`src/dm_settings.svh`:
```
`ifndef DM_SETTINGS_SVH
`define DM_SETTINGS_SVH

// debug module configuration
`define DM_NR_HARTS      4
`define DM_DATA_COUNT    2
`define DM_PROGBUF_SIZE  4
`define DM_DBG_VERSION   2
`define DM_HARTSEL_W     20

`endif

```
`src/dmi_pkg.sv`:
```
`include "dm_settings.svh"

package dmi_pkg;

    typedef logic [6:0]  dmi_addr_t;
    typedef logic [31:0] dmi_word_t;

    typedef enum logic [1:0] {
        DTM_NOP   = 2'h0,
        DTM_READ  = 2'h1,
        DTM_WRITE = 2'h2
    } dtm_op_e;

    // the only response status this front end sends
    localparam logic [1:0] DTM_SUCCESS = 2'h0;

    typedef struct packed {
        dmi_addr_t addr;
        dtm_op_e   op;
        dmi_word_t data;
    } dmi_req_t;

    typedef struct packed {
        dmi_word_t  data;
        logic [1:0] resp;
    } dmi_resp_t;

endpackage

```
`src/dm_reg_pkg.sv`:
```
`include "dm_settings.svh"

package dm_reg_pkg;

    typedef enum logic [6:0] {
        Data0      = 7'h04,
        DMControl  = 7'h10,
        DMStatus   = 7'h11,
        AbstractCS = 7'h16,
        Command    = 7'h17,
        ProgBuf0   = 7'h20
    } dm_csr_e;

    typedef logic [`DM_NR_HARTS-1:0]         hart_vec_t;
    typedef logic [`DM_HARTSEL_W-1:0]        hartsel_t;
    typedef logic [$clog2(`DM_NR_HARTS)-1:0] hart_idx_t;

    // ------------------------------------------------------------
    // register layouts
    // ------------------------------------------------------------
    typedef struct packed {
        logic       haltreq;
        logic       resumereq;
        logic       hartreset;
        logic       ackhavereset;
        logic       zero1;
        logic       hasel;
        logic [9:0] hartsello;
        logic [9:0] hartselhi;
        logic [1:0] zero0;
        logic       setresethaltreq;
        logic       clrresethaltreq;
        logic       ndmreset;
        logic       dmactive;
    } dmcontrol_t;

    typedef struct packed {
        logic [8:0] zero1;
        logic       impebreak;
        logic [1:0] zero0;
        logic       allhavereset;
        logic       anyhavereset;
        logic       allresumeack;
        logic       anyresumeack;
        logic       allnonexistent;
        logic       anynonexistent;
        logic       allunavail;
        logic       anyunavail;
        logic       allrunning;
        logic       anyrunning;
        logic       allhalted;
        logic       anyhalted;
        logic       authenticated;
        logic       authbusy;
        logic       hasresethaltreq;
        logic       devtreeinvalid;
        logic [3:0] version;
    } dmstatus_t;

    typedef enum logic [2:0] {
        CmdErrNone = 3'h0,
        CmdErrBusy = 3'h1
    } cmderr_e;

    typedef struct packed {
        logic [2:0]  zero3;
        logic [4:0]  progbufsize;
        logic [10:0] zero2;
        logic        busy;
        logic        zero1;
        cmderr_e     cmderr;
        logic [3:0]  zero0;
        logic [3:0]  datacount;
    } abstractcs_t;

    typedef struct packed {
        logic [7:0]  cmdtype;
        logic [23:0] control;
    } command_t;

    // write strobes from the decoder
    // idx is the word offset in data or progbuf
    typedef struct packed {
        logic              dmcontrol;
        logic              abstractcs;
        logic              command;
        logic              data;
        logic              progbuf;
        logic [1:0]        idx;
        dmi_pkg::dmi_word_t wdata;
    } csr_wr_t;

endpackage

```
`src/dmi_resp_queue.sv`:
```
module dmi_resp_queue (
    input  logic               clk_i,
    input  logic               rst_ni,
    input  logic               push_i,
    input  dmi_pkg::dmi_word_t data_i,
    input  logic               pop_i,
    output logic               full_o,
    output logic               empty_o,
    output dmi_pkg::dmi_word_t data_o
);

    dmi_pkg::dmi_word_t mem_q [2];
    logic               wr_ptr_q;
    logic               rd_ptr_q;
    logic [1:0]         count_q;

    assign full_o  = (count_q == 2'd2);
    assign empty_o = (count_q == 2'd0);
    assign data_o  = mem_q[rd_ptr_q];

    always_ff @(posedge clk_i or negedge rst_ni) begin
        if (!rst_ni) begin
            wr_ptr_q <= 1'b0;
            rd_ptr_q <= 1'b0;
            count_q  <= 2'd0;
        end else begin
            if (push_i) begin
                wr_ptr_q <= ~wr_ptr_q;
            end
            if (pop_i) begin
                rd_ptr_q <= ~rd_ptr_q;
            end
            case ({push_i, pop_i})
                2'b10:   count_q <= count_q + 2'd1;
                2'b01:   count_q <= count_q - 2'd1;
                default: count_q <= count_q;
            endcase
        end
    end

    always_ff @(posedge clk_i) begin
        if (push_i) begin
            mem_q[wr_ptr_q] <= data_i;
        end
    end

    // the decoder only pushes on accepted requests, the top only pops a valid entry
    a_no_push_full: assert property (@(posedge clk_i) disable iff (!rst_ni)
        full_o |-> !push_i);
    a_no_pop_empty: assert property (@(posedge clk_i) disable iff (!rst_ni)
        empty_o |-> !pop_i);

endmodule

```
`src/dm_csr_decode.sv`:
```
`include "dm_settings.svh"

module dm_csr_decode (
    input  logic                                     dmi_req_valid_i,
    input  dmi_pkg::dmi_req_t                        dmi_req_i,
    input  logic                                     ready_i,
    input  dm_reg_pkg::dmcontrol_t                   dmcontrol_i,
    input  dm_reg_pkg::dmstatus_t                    dmstatus_i,
    input  dm_reg_pkg::abstractcs_t                  abstractcs_i,
    input  dmi_pkg::dmi_word_t [`DM_DATA_COUNT-1:0]   data_i,
    input  dmi_pkg::dmi_word_t [`DM_PROGBUF_SIZE-1:0] progbuf_i,
    output logic                                     push_o,
    output dmi_pkg::dmi_word_t                       rdata_o,
    output dm_reg_pkg::csr_wr_t                      wr_o
);

    logic               accept;
    logic               in_data;
    logic               in_pb;
    dmi_pkg::dmi_addr_t data_off;
    dmi_pkg::dmi_addr_t pb_off;

    assign accept = dmi_req_valid_i & ready_i;
    assign push_o = accept;

    // offsets wrap below the base, so one compare covers the range
    assign data_off = dmi_req_i.addr - dm_reg_pkg::Data0;
    assign pb_off   = dmi_req_i.addr - dm_reg_pkg::ProgBuf0;
    assign in_data  = data_off < dmi_pkg::dmi_addr_t'(`DM_DATA_COUNT);
    assign in_pb    = pb_off < dmi_pkg::dmi_addr_t'(`DM_PROGBUF_SIZE);

    always_comb begin
        rdata_o    = '0;
        wr_o       = '0;
        wr_o.wdata = dmi_req_i.data;
        wr_o.idx   = in_data ? data_off[1:0] : pb_off[1:0];

        // read mux
        if (accept && dmi_req_i.op == dmi_pkg::DTM_READ) begin
            if (in_data) begin
                for (int i = 0; i < `DM_DATA_COUNT; i++) begin
                    if (int'(data_off) == i) begin
                        rdata_o = data_i[i];
                    end
                end
            end else if (in_pb) begin
                for (int i = 0; i < `DM_PROGBUF_SIZE; i++) begin
                    if (int'(pb_off) == i) begin
                        rdata_o = progbuf_i[i];
                    end
                end
            end else begin
                case (dmi_req_i.addr)
                    dm_reg_pkg::DMControl:  rdata_o = dmcontrol_i;
                    dm_reg_pkg::DMStatus:   rdata_o = dmstatus_i;
                    dm_reg_pkg::AbstractCS: rdata_o = abstractcs_i;
                    default:                rdata_o = '0;
                endcase
            end
        end

        // write strobes
        if (accept && dmi_req_i.op == dmi_pkg::DTM_WRITE) begin
            wr_o.data       = in_data;
            wr_o.progbuf    = in_pb;
            wr_o.dmcontrol  = (dmi_req_i.addr == dm_reg_pkg::DMControl);
            wr_o.abstractcs = (dmi_req_i.addr == dm_reg_pkg::AbstractCS);
            wr_o.command    = (dmi_req_i.addr == dm_reg_pkg::Command);
        end
    end

endmodule

```
`src/dm_ctrl_regs.sv`:
```
`include "dm_settings.svh"

module dm_ctrl_regs (
    input  logic                   clk_i,
    input  logic                   rst_ni,
    input  dm_reg_pkg::csr_wr_t    wr_i,
    input  dm_reg_pkg::hart_vec_t  halted_i,
    input  dm_reg_pkg::hart_vec_t  unavailable_i,
    input  dm_reg_pkg::hart_vec_t  resumeack_i,
    output dm_reg_pkg::dmcontrol_t dmcontrol_o,
    output dm_reg_pkg::dmstatus_t  dmstatus_o,
    output logic                   dmactive_o,
    output logic                   ndmreset_o,
    output dm_reg_pkg::hartsel_t   hartsel_o,
    output dm_reg_pkg::hart_idx_t  hart_idx_o,
    output dm_reg_pkg::hart_vec_t  haltreq_o,
    output dm_reg_pkg::hart_vec_t  resumereq_o
);

    dm_reg_pkg::dmcontrol_t dmcontrol_d, dmcontrol_q;
    dm_reg_pkg::dmcontrol_t wr_ctrl;
    dm_reg_pkg::hart_vec_t  havereset_d, havereset_q;
    logic                   nonexist;

    assign wr_ctrl     = dm_reg_pkg::dmcontrol_t'(wr_i.wdata);
    assign dmcontrol_o = dmcontrol_q;
    assign dmactive_o  = dmcontrol_q.dmactive;
    assign ndmreset_o  = dmcontrol_q.ndmreset;
    assign hartsel_o   = {dmcontrol_q.hartselhi, dmcontrol_q.hartsello};
    assign hart_idx_o  = hartsel_o[$bits(dm_reg_pkg::hart_idx_t)-1:0];
    assign nonexist    = hartsel_o >= dm_reg_pkg::hartsel_t'(`DM_NR_HARTS);

    // ------------------------------------------------------------
    // dmcontrol and havereset next state
    // ------------------------------------------------------------
    always_comb begin
        dmcontrol_d = dmcontrol_q;
        if (wr_i.dmcontrol) begin
            dmcontrol_d = wr_ctrl;
        end
        // no hart array, no hart reset, no reset-halt
        dmcontrol_d.hasel           = 1'b0;
        dmcontrol_d.hartreset       = 1'b0;
        dmcontrol_d.setresethaltreq = 1'b0;
        dmcontrol_d.clrresethaltreq = 1'b0;
        dmcontrol_d.zero1           = 1'b0;
        dmcontrol_d.zero0           = '0;
        dmcontrol_d.ackhavereset    = 1'b0;
        // inactive module only listens to dmactive
        if (!dmcontrol_q.dmactive) begin
            dmcontrol_d          = '0;
            dmcontrol_d.dmactive = wr_i.dmcontrol & wr_ctrl.dmactive;
        end

        havereset_d = havereset_q;
        if (wr_i.dmcontrol && dmcontrol_q.dmactive && wr_ctrl.ackhavereset && !nonexist) begin
            havereset_d[hart_idx_o] = 1'b0;
        end
        if (dmcontrol_q.ndmreset) begin
            havereset_d = '1;
        end
    end

    always_ff @(posedge clk_i or negedge rst_ni) begin
        if (!rst_ni) begin
            dmcontrol_q <= '0;
            havereset_q <= '1;
        end else begin
            dmcontrol_q <= dmcontrol_d;
            havereset_q <= havereset_d;
        end
    end

    // requests and status of the selected hart
    always_comb begin
        haltreq_o   = '0;
        resumereq_o = '0;
        dmstatus_o  = '0;
        dmstatus_o.version        = 4'(`DM_DBG_VERSION);
        dmstatus_o.authenticated  = 1'b1;
        dmstatus_o.allnonexistent = nonexist;
        dmstatus_o.anynonexistent = nonexist;
        if (!nonexist) begin
            haltreq_o[hart_idx_o]   = dmcontrol_q.haltreq;
            resumereq_o[hart_idx_o] = dmcontrol_q.resumereq;
            dmstatus_o.allhavereset = havereset_q[hart_idx_o];
            dmstatus_o.anyhavereset = havereset_q[hart_idx_o];
            dmstatus_o.allresumeack = resumeack_i[hart_idx_o];
            dmstatus_o.anyresumeack = resumeack_i[hart_idx_o];
            dmstatus_o.allunavail   = unavailable_i[hart_idx_o];
            dmstatus_o.anyunavail   = unavailable_i[hart_idx_o];
            dmstatus_o.allhalted    = halted_i[hart_idx_o];
            dmstatus_o.anyhalted    = halted_i[hart_idx_o];
            dmstatus_o.allrunning   = ~halted_i[hart_idx_o];
            dmstatus_o.anyrunning   = ~halted_i[hart_idx_o];
        end
    end

    a_haltreq_onehot: assert property (@(posedge clk_i) disable iff (!rst_ni)
        $onehot0(haltreq_o));

endmodule

```
`src/dm_abstract_regs.sv`:
```
`include "dm_settings.svh"

module dm_abstract_regs (
    input  logic                                     clk_i,
    input  logic                                     rst_ni,
    input  dm_reg_pkg::csr_wr_t                      wr_i,
    input  logic                                     dmactive_i,
    input  logic                                     cmdbusy_i,
    input  logic                                     cmderror_valid_i,
    input  dm_reg_pkg::cmderr_e                      cmderror_i,
    input  logic                                     data_valid_i,
    input  dmi_pkg::dmi_word_t [`DM_DATA_COUNT-1:0]   data_i,
    output dm_reg_pkg::abstractcs_t                  abstractcs_o,
    output logic                                     cmd_valid_o,
    output dm_reg_pkg::command_t                     cmd_o,
    output dmi_pkg::dmi_word_t [`DM_DATA_COUNT-1:0]   data_o,
    output dmi_pkg::dmi_word_t [`DM_PROGBUF_SIZE-1:0] progbuf_o
);

    dm_reg_pkg::cmderr_e     cmderr_d, cmderr_q;
    dm_reg_pkg::command_t    command_d, command_q;
    dm_reg_pkg::abstractcs_t wr_cs;
    dmi_pkg::dmi_word_t [`DM_DATA_COUNT-1:0]   data_d, data_q;
    dmi_pkg::dmi_word_t [`DM_PROGBUF_SIZE-1:0] progbuf_d, progbuf_q;

    assign wr_cs     = dm_reg_pkg::abstractcs_t'(wr_i.wdata);
    assign cmd_o     = command_q;
    assign data_o    = data_q;
    assign progbuf_o = progbuf_q;

    always_comb begin
        abstractcs_o             = '0;
        abstractcs_o.datacount   = 4'(`DM_DATA_COUNT);
        abstractcs_o.progbufsize = 5'(`DM_PROGBUF_SIZE);
        abstractcs_o.busy        = cmdbusy_i;
        abstractcs_o.cmderr      = cmderr_q;
    end

    // ------------------------------------------------------------
    // command, cmderr and buffer updates
    // ------------------------------------------------------------
    always_comb begin
        cmderr_d    = cmderr_q;
        command_d   = command_q;
        data_d      = data_q;
        progbuf_d   = progbuf_q;
        cmd_valid_o = 1'b0;

        if (wr_i.command || wr_i.abstractcs) begin
            if (cmdbusy_i) begin
                // first access during a busy command flags it
                if (cmderr_q == dm_reg_pkg::CmdErrNone) begin
                    cmderr_d = dm_reg_pkg::CmdErrBusy;
                end
            end else if (wr_i.command) begin
                cmd_valid_o = 1'b1;
                command_d   = dm_reg_pkg::command_t'(wr_i.wdata);
            end else begin
                cmderr_d = dm_reg_pkg::cmderr_e'(cmderr_q & ~wr_cs.cmderr);
            end
        end

        if (!cmdbusy_i) begin
            for (int i = 0; i < `DM_DATA_COUNT; i++) begin
                if (wr_i.data && int'(wr_i.idx) == i) begin
                    data_d[i] = wr_i.wdata;
                end
            end
            for (int i = 0; i < `DM_PROGBUF_SIZE; i++) begin
                if (wr_i.progbuf && int'(wr_i.idx) == i) begin
                    progbuf_d[i] = wr_i.wdata;
                end
            end
        end

        // hart side wins over the bus
        if (cmderror_valid_i) begin
            cmderr_d = cmderror_i;
        end
        if (data_valid_i) begin
            data_d = data_i;
        end
    end

    always_ff @(posedge clk_i or negedge rst_ni) begin
        if (!rst_ni) begin
            cmderr_q  <= dm_reg_pkg::CmdErrNone;
            command_q <= '0;
        end else if (!dmactive_i) begin
            cmderr_q  <= dm_reg_pkg::CmdErrNone;
            command_q <= '0;
        end else begin
            cmderr_q  <= cmderr_d;
            command_q <= command_d;
        end
    end

    // buffers clear while the module is inactive
    always_ff @(posedge clk_i) begin
        if (!dmactive_i) begin
            data_q    <= '0;
            progbuf_q <= '0;
        end else begin
            data_q    <= data_d;
            progbuf_q <= progbuf_d;
        end
    end

    a_no_cmd_when_busy: assert property (@(posedge clk_i) disable iff (!rst_ni)
        cmdbusy_i |-> !cmd_valid_o);

endmodule

```
`src/dm_regs_top.sv`:
```
`include "dm_settings.svh"

module dm_regs_top (
    input  logic                                     clk_i,
    input  logic                                     rst_ni,
    // debug bus
    input  logic                                     dmi_req_valid_i,
    output logic                                     dmi_req_ready_o,
    input  dmi_pkg::dmi_req_t                        dmi_req_i,
    output logic                                     dmi_resp_valid_o,
    input  logic                                     dmi_resp_ready_i,
    output dmi_pkg::dmi_resp_t                       dmi_resp_o,
    // hart control and status
    input  dm_reg_pkg::hart_vec_t                    halted_i,
    input  dm_reg_pkg::hart_vec_t                    unavailable_i,
    input  dm_reg_pkg::hart_vec_t                    resumeack_i,
    output logic                                     dmactive_o,
    output logic                                     ndmreset_o,
    output dm_reg_pkg::hartsel_t                     hartsel_o,
    output dm_reg_pkg::hart_idx_t                    hart_idx_o,
    output dm_reg_pkg::hart_vec_t                    haltreq_o,
    output dm_reg_pkg::hart_vec_t                    resumereq_o,
    // abstract commands
    input  logic                                     cmdbusy_i,
    input  logic                                     cmderror_valid_i,
    input  dm_reg_pkg::cmderr_e                      cmderror_i,
    input  logic                                     data_valid_i,
    input  dmi_pkg::dmi_word_t [`DM_DATA_COUNT-1:0]   data_i,
    output logic                                     cmd_valid_o,
    output dm_reg_pkg::command_t                     cmd_o,
    output dmi_pkg::dmi_word_t [`DM_DATA_COUNT-1:0]   data_o,
    output dmi_pkg::dmi_word_t [`DM_PROGBUF_SIZE-1:0] progbuf_o
);

    logic                    q_full;
    logic                    q_empty;
    logic                    q_push;
    dmi_pkg::dmi_word_t      q_rdata;
    dm_reg_pkg::csr_wr_t     wr;
    dm_reg_pkg::dmcontrol_t  dmcontrol;
    dm_reg_pkg::dmstatus_t   dmstatus;
    dm_reg_pkg::abstractcs_t abstractcs;

    assign dmi_req_ready_o  = ~q_full;
    assign dmi_resp_valid_o = ~q_empty;
    assign dmi_resp_o.resp  = dmi_pkg::DTM_SUCCESS;

    dmi_resp_queue i_resp_queue (
        .clk_i   (clk_i),
        .rst_ni  (rst_ni),
        .push_i  (q_push),
        .data_i  (q_rdata),
        .pop_i   (dmi_resp_ready_i & ~q_empty),
        .full_o  (q_full),
        .empty_o (q_empty),
        .data_o  (dmi_resp_o.data)
    );

    dm_csr_decode i_decode (
        .dmi_req_valid_i (dmi_req_valid_i),
        .dmi_req_i       (dmi_req_i),
        .ready_i         (dmi_req_ready_o),
        .dmcontrol_i     (dmcontrol),
        .dmstatus_i      (dmstatus),
        .abstractcs_i    (abstractcs),
        .data_i          (data_o),
        .progbuf_i       (progbuf_o),
        .push_o          (q_push),
        .rdata_o         (q_rdata),
        .wr_o            (wr)
    );

    dm_ctrl_regs i_ctrl (
        .clk_i         (clk_i),
        .rst_ni        (rst_ni),
        .wr_i          (wr),
        .halted_i      (halted_i),
        .unavailable_i (unavailable_i),
        .resumeack_i   (resumeack_i),
        .dmcontrol_o   (dmcontrol),
        .dmstatus_o    (dmstatus),
        .dmactive_o    (dmactive_o),
        .ndmreset_o    (ndmreset_o),
        .hartsel_o     (hartsel_o),
        .hart_idx_o    (hart_idx_o),
        .haltreq_o     (haltreq_o),
        .resumereq_o   (resumereq_o)
    );

    dm_abstract_regs i_abstract (
        .clk_i            (clk_i),
        .rst_ni           (rst_ni),
        .wr_i             (wr),
        .dmactive_i       (dmactive_o),
        .cmdbusy_i        (cmdbusy_i),
        .cmderror_valid_i (cmderror_valid_i),
        .cmderror_i       (cmderror_i),
        .data_valid_i     (data_valid_i),
        .data_i           (data_i),
        .abstractcs_o     (abstractcs),
        .cmd_valid_o      (cmd_valid_o),
        .cmd_o            (cmd_o),
        .data_o           (data_o),
        .progbuf_o        (progbuf_o)
    );

endmodule

```
`config.mk`:
```
export PLATFORM = sky130hd
export DESIGN_NAME = dm_regs_top
export DESIGN_NICKNAME = d
export VERILOG_FILES = /design/src/dmi_pkg.sv /design/src/dm_reg_pkg.sv /design/src/dmi_resp_queue.sv /design/src/dm_csr_decode.sv /design/src/dm_ctrl_regs.sv /design/src/dm_abstract_regs.sv /design/src/dm_regs_top.sv
export VERILOG_INCLUDE_DIRS = /design/src /design/src/src
export SDC_FILE = /design/constraint.sdc
export NUM_CORES = 1
export LEC_CHECK = 0
export BUFFER_PORTS_ARGS = -buffer_cell sky130_fd_sc_hd__buf_4
export CORE_MARGIN = 3
export CORE_UTILIZATION = 28
export DETAILED_ROUTE_END_ITERATION = 6
export GPL_TIMING_DRIVEN = 0
export SLEW_MARGIN = 0
export SYNTH_ARGS = -nofsm -noshare
export SYNTH_HDL_FRONTEND = slang
export SYNTH_SLANG_ARGS = --single-unit
```
`constraint.sdc`:
```
create_clock -name clk_i -period 4.7 [get_ports clk_i]
set_clock_uncertainty 0.2 [all_clocks]
set_input_delay 0.235 -clock clk_i [delete_from_list [all_inputs] [get_ports clk_i]]
set_output_delay 0.235 -clock clk_i [all_outputs]
set_load 0.02 [all_outputs]
```
==> run summary, run 1 <==
Tcrit/Tclk final: 0.7251
initial antenna violation count: 2
Sw Pwr: 2077 uW
Tightest Pin Transition: 1.084 ns
Port-buffer cells: 415
post-route setup TNS: 0 ns
Layout Area Growth over Synthesis: 42.60%
Fin. Hold Viols: 0
Net count, final: 2347
min-delay src: dmi_req_i[35]
switch share: 0.2773
CTS max path bufs: 3
CTS tree: built
Comb pwr share: 0.170
Yosys Warn Count: 0
# resized after CTS: 0
Initial DRC Count: 1705
Async SR Flop Fraction: 0.2074
WL/cell: 27.96 microns
layout cells sized above 1: 0.2723
Crit Path Class: flip-flop to flip-flop
Max VDD drop: 0.2482 mV
R2R setup slack: 1.29 ns
die area: 56850 sq um
Final Setup Violations: 0
vias in the first global route: 15910
CTS H-tree depth: 2
Vias/cell: 5.529
fill cell count: 5283
clk sink count: 323
Tot GR Track Use: 0.2772
crit path from: i_resp_queue.count_q[0]
Mean Syn Cell Area: 9.191 sq um
biggest area consumer among synthesized cells: dfxtp_1
sequential share of power: 0.405
slew margin rel.: 0.2588
Required @ worst endpoint: 4.76 ns
final instance area: 21570 sq um
Clock power frac: 0.425
R2R Path Start: i_resp_queue.count_q[0]
DRT Pass-1 Iters: 5
Clock transition at path regs: 0.06 ns
hold crit path type: primary input to flip-flop
DRT Wirelength: 82000 microns
synth top area cells: dfxtp_1, edfxtp_1, dfrtp_1
Die Span X: 238.4 microns
Worst-Skew Late Latency: 0.56 ns
RSZ-0062 raised after global routing: false
post-synth top area share: 0.2541
most instantiated cells after synthesis: nand2_1, dfxtp_1, o21ai_0
Syn Inst Count: 1646
Fmax achieved: 293.4 MHz
Critical Path Start Type: flip-flop
max_cap viols: 0
Netlist Area Pre-Place: 15130 sq um
# DRC: 0
most frequent cell after synthesis: nand2_1
Pwr Density: 347.2 nW/um^2
DIE HEIGHT: 238.4 microns
initial core utilization: 0.2856
Root Buffer: clkbuf_16
Top Ports: 420
Max FO, Critical Path: 10
Slew Viols, Final: 0
internal power: 5413 uW
CORE AREA: 52970 sq um
CP arrival: 3.47 ns
dpl cell area: 19140 sq um
crit path capture type: flip-flop
status: completed
Yosys cell types: 78
Synth Flop Type: dfxtp_1
Leak: 0.008246 uW
Vias: 16220
synthesis-stage register bit count: 323
Final ANT Viol Nets: 0
CTS buffer count: 39
EDFF count, synth: 64
GRT overflow: 0
Tmin final: 3.408 ns
Cell Rows: 84
Final GP Congestion: 0.9651
largest net degree at the start of global routing: 68
first-pass GRT wire length: 114300 microns
dpl hpwl: 63780 microns
post-synthesis sequential area ratio: 0.4923
[cells by family (layout without fill, tap and decap cells)]
kind of cell	count (synthesis)	count (layout)	synth area share
other cells	1	3	0.0002479
buf+inv	177	774	0.05442
fa+ha+maj	6	6	0.004962
xor+xnor	6	6	0.003474
compound gates	487	487	0.2265
mux	50	50	0.04152
flops	323	323	0.4923
simple gates	596	596	0.1766
[what timing repair did]
item / in CTS / in global routing
hold buffers: 110 / 0
hold endpoints to repair: 314 / 0
buffers inserted: 0 / 0
[per-layer routing]
layer  vias to the layer above  global-route usage  part of all wire
li1                       7091                   -                 -
met1                      8076              0.3492              0.40
met2                       901              0.4621              0.47
met3                       148             0.07409             0.099
met4                         2             0.09218             0.034
met5                         -                   0          0.000098
[sequential cells by signal (all words and copies together) (netlist names), named ones only]
signal,count
i_ctrl.havereset_q,4
i_resp_queue.rd_ptr_q,1
i_resp_queue.wr_ptr_q,1
i_ctrl.ndmreset_o,1
i_abstract.cmderr_q,3
i_resp_queue.mem_q,64
i_abstract.progbuf_o,128
i_resp_queue.count_q,2
i_abstract.cmd_o,32
i_abstract.data_o,64
i_ctrl.dmcontrol_o,22
[power by group through the flow]
stage | combinational [uW] | clock, uW | sequential (uW)
floorplan | 619 | 0 | 3090
global placement | 1180 | 0 | 3090
detailed placement | 1200 | 0 | 3090
CTS | 1280 | 3200 | 3030
global route | 1350 | 3320 | 3040
finish | 1280 | 3180 | 3030
[critical path, cell delays in order, from the launching register on]
cell and delay [ns]:
dfrtp_1 0.39, nand2b_1 0.11, buf_2 0.20, nand4b_1 0.60, nand2b_1 0.55, a211o_1 0.38, a311oi_1 0.67
[per-stage QoR]
stage | hold slack [ns] | instances | worst slack, ns | util | total power, uW
2_1_floorplan | -0.2606 | 1647 | 1.911 | - | 3704
6_report | 0.1103 | 2933 | 1.292 | 0.4073 | 7489
3_3_place_gp | 0.2365 | 2750 | 1.073 | 0.3607 | 4265
3_5_place_dp | 0.2490 | 2751 | 0.9958 | 0.3613 | 4287
4_1_cts | 0.08649 | 2932 | 1.447 | 0.4072 | 7512
5_1_grt | 0.1422 | 2932 | 1.243 | 0.4072 | 7707
[cell usage in the layout, fill, tap and decap left out, types with 6 or more instances in the layout]
cell and n:
a22oi_1 11, dfxtp_1 192, nand2_1 318, mux2_2 32
o221ai_1 10, mux2i_1 11, a21o_1 6, dfrtp_1 63
clkbuf_16 41, nor3_1 78, mux4_2 7, nand2b_1 6
a22o_1 14, clkbuf_8 6, nand4_1 6, nor2_1 59
buf_1 12, a221oi_1 23, o22ai_1 6, a21boi_0 32
inv_1 8, buf_4 445, ha_1 6, buf_2 30
nand3_1 79, a21oi_1 15, clkbuf_1 99, edfxtp_1 64
o21ai_0 148, a211oi_1 76, a311oi_1 9, and2_1 6
a21boi_1 89, and3_1 6, dlygate4sd3_1 110, clkinv_2 6
nor4_1 7
[worst paths after layout]
path	cells past startpoint	endpoint
setup / recovery	6	i_resp_queue.mem_q[1][9]
hold / removal	6	i_ctrl.dmcontrol_o[25]
setup reg to reg	6	i_resp_queue.mem_q[1][9]
hold reg to reg	2	i_abstract.progbuf_o[19]
max in group asynchronous	2	i_resp_queue.rd_ptr_q
min in group asynchronous	2	i_abstract.cmd_o[18]
[layout make-up]
type | count | area, sq um | area share
clock buffer | 52 | 1127 | 0.05226
clock inverter | 19 | 205.2 | 0.009512
multi-input combinational | 1147 | 6870 | 0.3185
antenna | 1 | 2.502 | 0.0001160
tap | 688 | 860.8 | 0.03990
sequential | 323 | 7447 | 0.3452
buffer | 168 | 789.5 | 0.03660
inverter | 9 | 33.78 | 0.001566
timing repair buffer | 526 | 4237 | 0.1964
Power figures use the tool's default switching activity.
==> inputs of run 2 (changes only) <==
Settings changed: ABC_AREA set to 1.
Clock period 4.7 ns to 3.5 ns, I/O delays scaled along.
==> run summary, run 2 <==
status: complete, but fails checks
failing checks: design-rule violations
Final Setup Violations: 0
Synth Area in Simple Gates: 0.2601
DRT Wirelength: 78730 microns
Reg2Reg Depth: 7
Net count, final: 2759
Comb pwr share: 0.205
Tcrit/Tclk final: 0.9329
Top Ports: 420
R2R setup slack: 0.23 ns
CP max stage delay: 0.75 ns
CTS H-tree depth: 2
RSZ-0062 raised after global routing: false
slew margin rel.: 0.3499
hold crit path type: primary input to flip-flop
Slew Viols, Final: 0
die area: 57290 sq um
Die Span X: 239.3 microns
Max FO, Critical Path: 10
hold depth: 5
sequential cell area: 7447 sq um
initial core utilization: 0.2867
switch share: 0.3045
Fin. Hold Viols: 0
mux cell area share after synthesis: 0
largest family of logic cells by synthesized area: simple AND/OR/NAND/NOR gates
Worst-Skew Late Latency: 0.56 ns
Worst Hold Endpoint: i_abstract.data_o[31]
Vias: 17420
CORE AREA: 53180 sq um
Layout Area Growth over Synthesis: 42.08%
crit path capture type: flip-flop
XOR/XNOR share of the synthesized area: 0.002298
Mean Syn Cell Area: 7.433 sq um
Root Buffer: clkbuf_16
Required @ worst endpoint: 3.58 ns
post-synth top area share: 0.2521
Vias/cell: 5.210
layout cells sized above 1: 0.2144
leading cell types in the layout, fill and taps excluded: nand2_1, buf_4, nand3_1, a21oi_1, dfxtp_1
Clock transition at path regs: 0.06 ns
biggest area consumer among synthesized cells: dfxtp_1
CTS tree: built
Final GP Congestion: 0.9046
Slowest cell on crit path: nor3_2
Fmax achieved: 306.3 MHz
Synth Flop Type: dfxtp_1
clk sink count: 323
Syn Inst Count: 2051
most common cell after layout, fill and taps aside: nand2_1
CP arrival: 3.35 ns
Cell Rows: 84
fill cell count: 5553
largest net degree at the start of global routing: 68
R2R Path End: i_resp_queue.mem_q[1][5]
Final Power: 10260 uW
worst path bufs/invs: 2
Port-buffer cells: 417
most instantiated cells after synthesis: nand2_1, nand3_1, a21oi_1
DRT Pass-1 Iters: 7
Tightest Pin Transition: 0.9728 ns
CTS buffer count: 38
Netlist Area Pre-Place: 15250 sq um
GRT overflow: 0
Cell Chain, Critical Path: inv_2, nand2_2, nand2_1, nor3_2, buf_1, o21ai_0, nor2_1
DIE HEIGHT: 239.3 microns
number of flip-flops in the largest register: 128
Tmin final: 3.265 ns
WL/cell: 23.54 microns
max_cap viols: 0
internal power: 7133 uW
Pwr Density: 473.5 nW/um^2
synthesis-stage register bit count: 323
sequential share of power: 0.405
synth top area cells: dfxtp_1, nand2_1, edfxtp_1
Critical Path Start Type: flip-flop
Tot GR Track Use: 0.2655
number of setup buffers added after CTS: 0
Async SR Flop Fraction: 0.2074
Yosys Warn Count: 0
Max VDD drop: 0.3018 mV
Crit Path Class: flip-flop to flip-flop
first-pass GRT wire length: 111700 microns
multi-input logic area: 6541 sq um
most frequent cell after synthesis: nand2_1
Leak: 0.009366 uW
CTS max path bufs: 3
Clock power frac: 0.389
final worst setup slack: 0.2347 ns
initial antenna violation count: 1
min-delay src: data_valid_i
Compound-Gate Fraction of Synth Area: 0.1600
post-route setup TNS: 0 ns
adder-cell share of the synthesized area: 0.004924
dpl hpwl: 63790 microns
Sw Pwr: 3123 uW
Top delay family on crit path: simple AND/OR/NAND/NOR gates
Final Hold Slack: 0.05796 ns
# DRC: 2
vias in the first global route: 16700
R2R Path Start: i_resp_queue.count_q[0]
Initial DRC Count: 1696
Yosys cell types: 36
post-synthesis sequential area ratio: 0.4885
Post-Place Worst Slack: 0.04018 ns
Final ANT Viol Nets: 0
EDFF count, synth: 64
[run 2: cell types whose count changed in the layout (fill, tap and decap cells not counted), sizes merged, moves of 14 or more]
cell and delta:
a221oi -23, inv +129, nor3 -79, o21ai +53
a211oi -77, nand3 +153, nand2 +270, nor2 +47
a31oi +18, o22ai +14, a21oi +212, mux2 -32
a22o -19, a21boi -121
[run 2: metrics by stage]
stage | util | instance area, sq um | cells
after floorplan | - | 15250 | 2052
after global placement | 0.3618 | 19240 | 3157
after detailed placement | 0.3621 | 19260 | 3157
after CTS | 0.4071 | 21650 | 3342
after global routing | 0.4072 | 21660 | 3342
final | 0.4073 | 21660 | 3344
[run 2: cells by family after synthesis]
family,after synthesis
AND/OR/NAND/NOR,944
XOR/XNOR,4
flip-flops,323
buffers and inverters,298
AO/OA/AOI/OAI,475
other,1
adder cells (fa/ha/maj),6
[run 2: metal layers]
| layer | track usage | wire length [microns] |
|---|---|---|
| met1 | 0.3471 | 32850 |
| met5 | 0 | 10 |
| met2 | 0.4141 | 35050 |
| met3 | 0.07265 | 7127 |
| met4 | 0.1120 | 3693 |
[run 2: power by group through the flow]
| stage | sequential [uW] | clock, uW | combinational (uW) |
|---|---|---|---|
| floorplan | 4230 | 0 | 1040 |
| global placement | 4240 | 0 | 1980 |
| detailed placement | 4240 | 0 | 2010 |
| CTS | 4160 | 4030 | 2120 |
| global route | 4180 | 4190 | 2290 |
| finish | 4160 | 3990 | 2110 |
[run 2: worst max-delay path by stage]
stage,start,to,slack [ns],cells after the start
3_5_place_dp,i_resp_queue.count_q[0],i_resp_queue.mem_q[0][5],0.04,7
5_1_grt,i_resp_queue.count_q[0],i_resp_queue.mem_q[1][5],0.19,7
3_3_place_gp,i_resp_queue.count_q[0],i_resp_queue.mem_q[1][29],0.11,4
6_report,i_resp_queue.count_q[0],i_resp_queue.mem_q[1][5],0.23,7
4_1_cts,i_resp_queue.count_q[0],i_resp_queue.mem_q[1][5],0.05,7
2_1_floorplan,i_resp_queue.count_q[0],i_resp_queue.mem_q[1][0],0.78,4
[run 2: layout make-up]
class	count	share of cell area
Multi-Input combinational cell	1431	0.3020
Buffer	163	0.03576
Sequential cell	323	0.3438
Antenna cell	2	0.0002311
Clock buffer	56	0.05025
Timing Repair Buffer	534	0.1986
Inverter	135	0.02339
Tap cell	688	0.03974
Clock inverter	12	0.006238
[run 2: repair_timing]
action / CTS / global route
hold buffers: 117 / 0
gates resized for setup: 0 / 1
endpoints found under the hold margin: 321 / 0
endpoints found under the setup margin: 0 / 10
[run 2: worst reg2reg max path, delay by kind of cell (launching register included)]
kind	cells	cell delay, ns
AOI/OAI and AO/OA	1	0.32
buffers and inverters	2	0.55
DFF	1	0.41
and+or+nand+nor	4	1.51
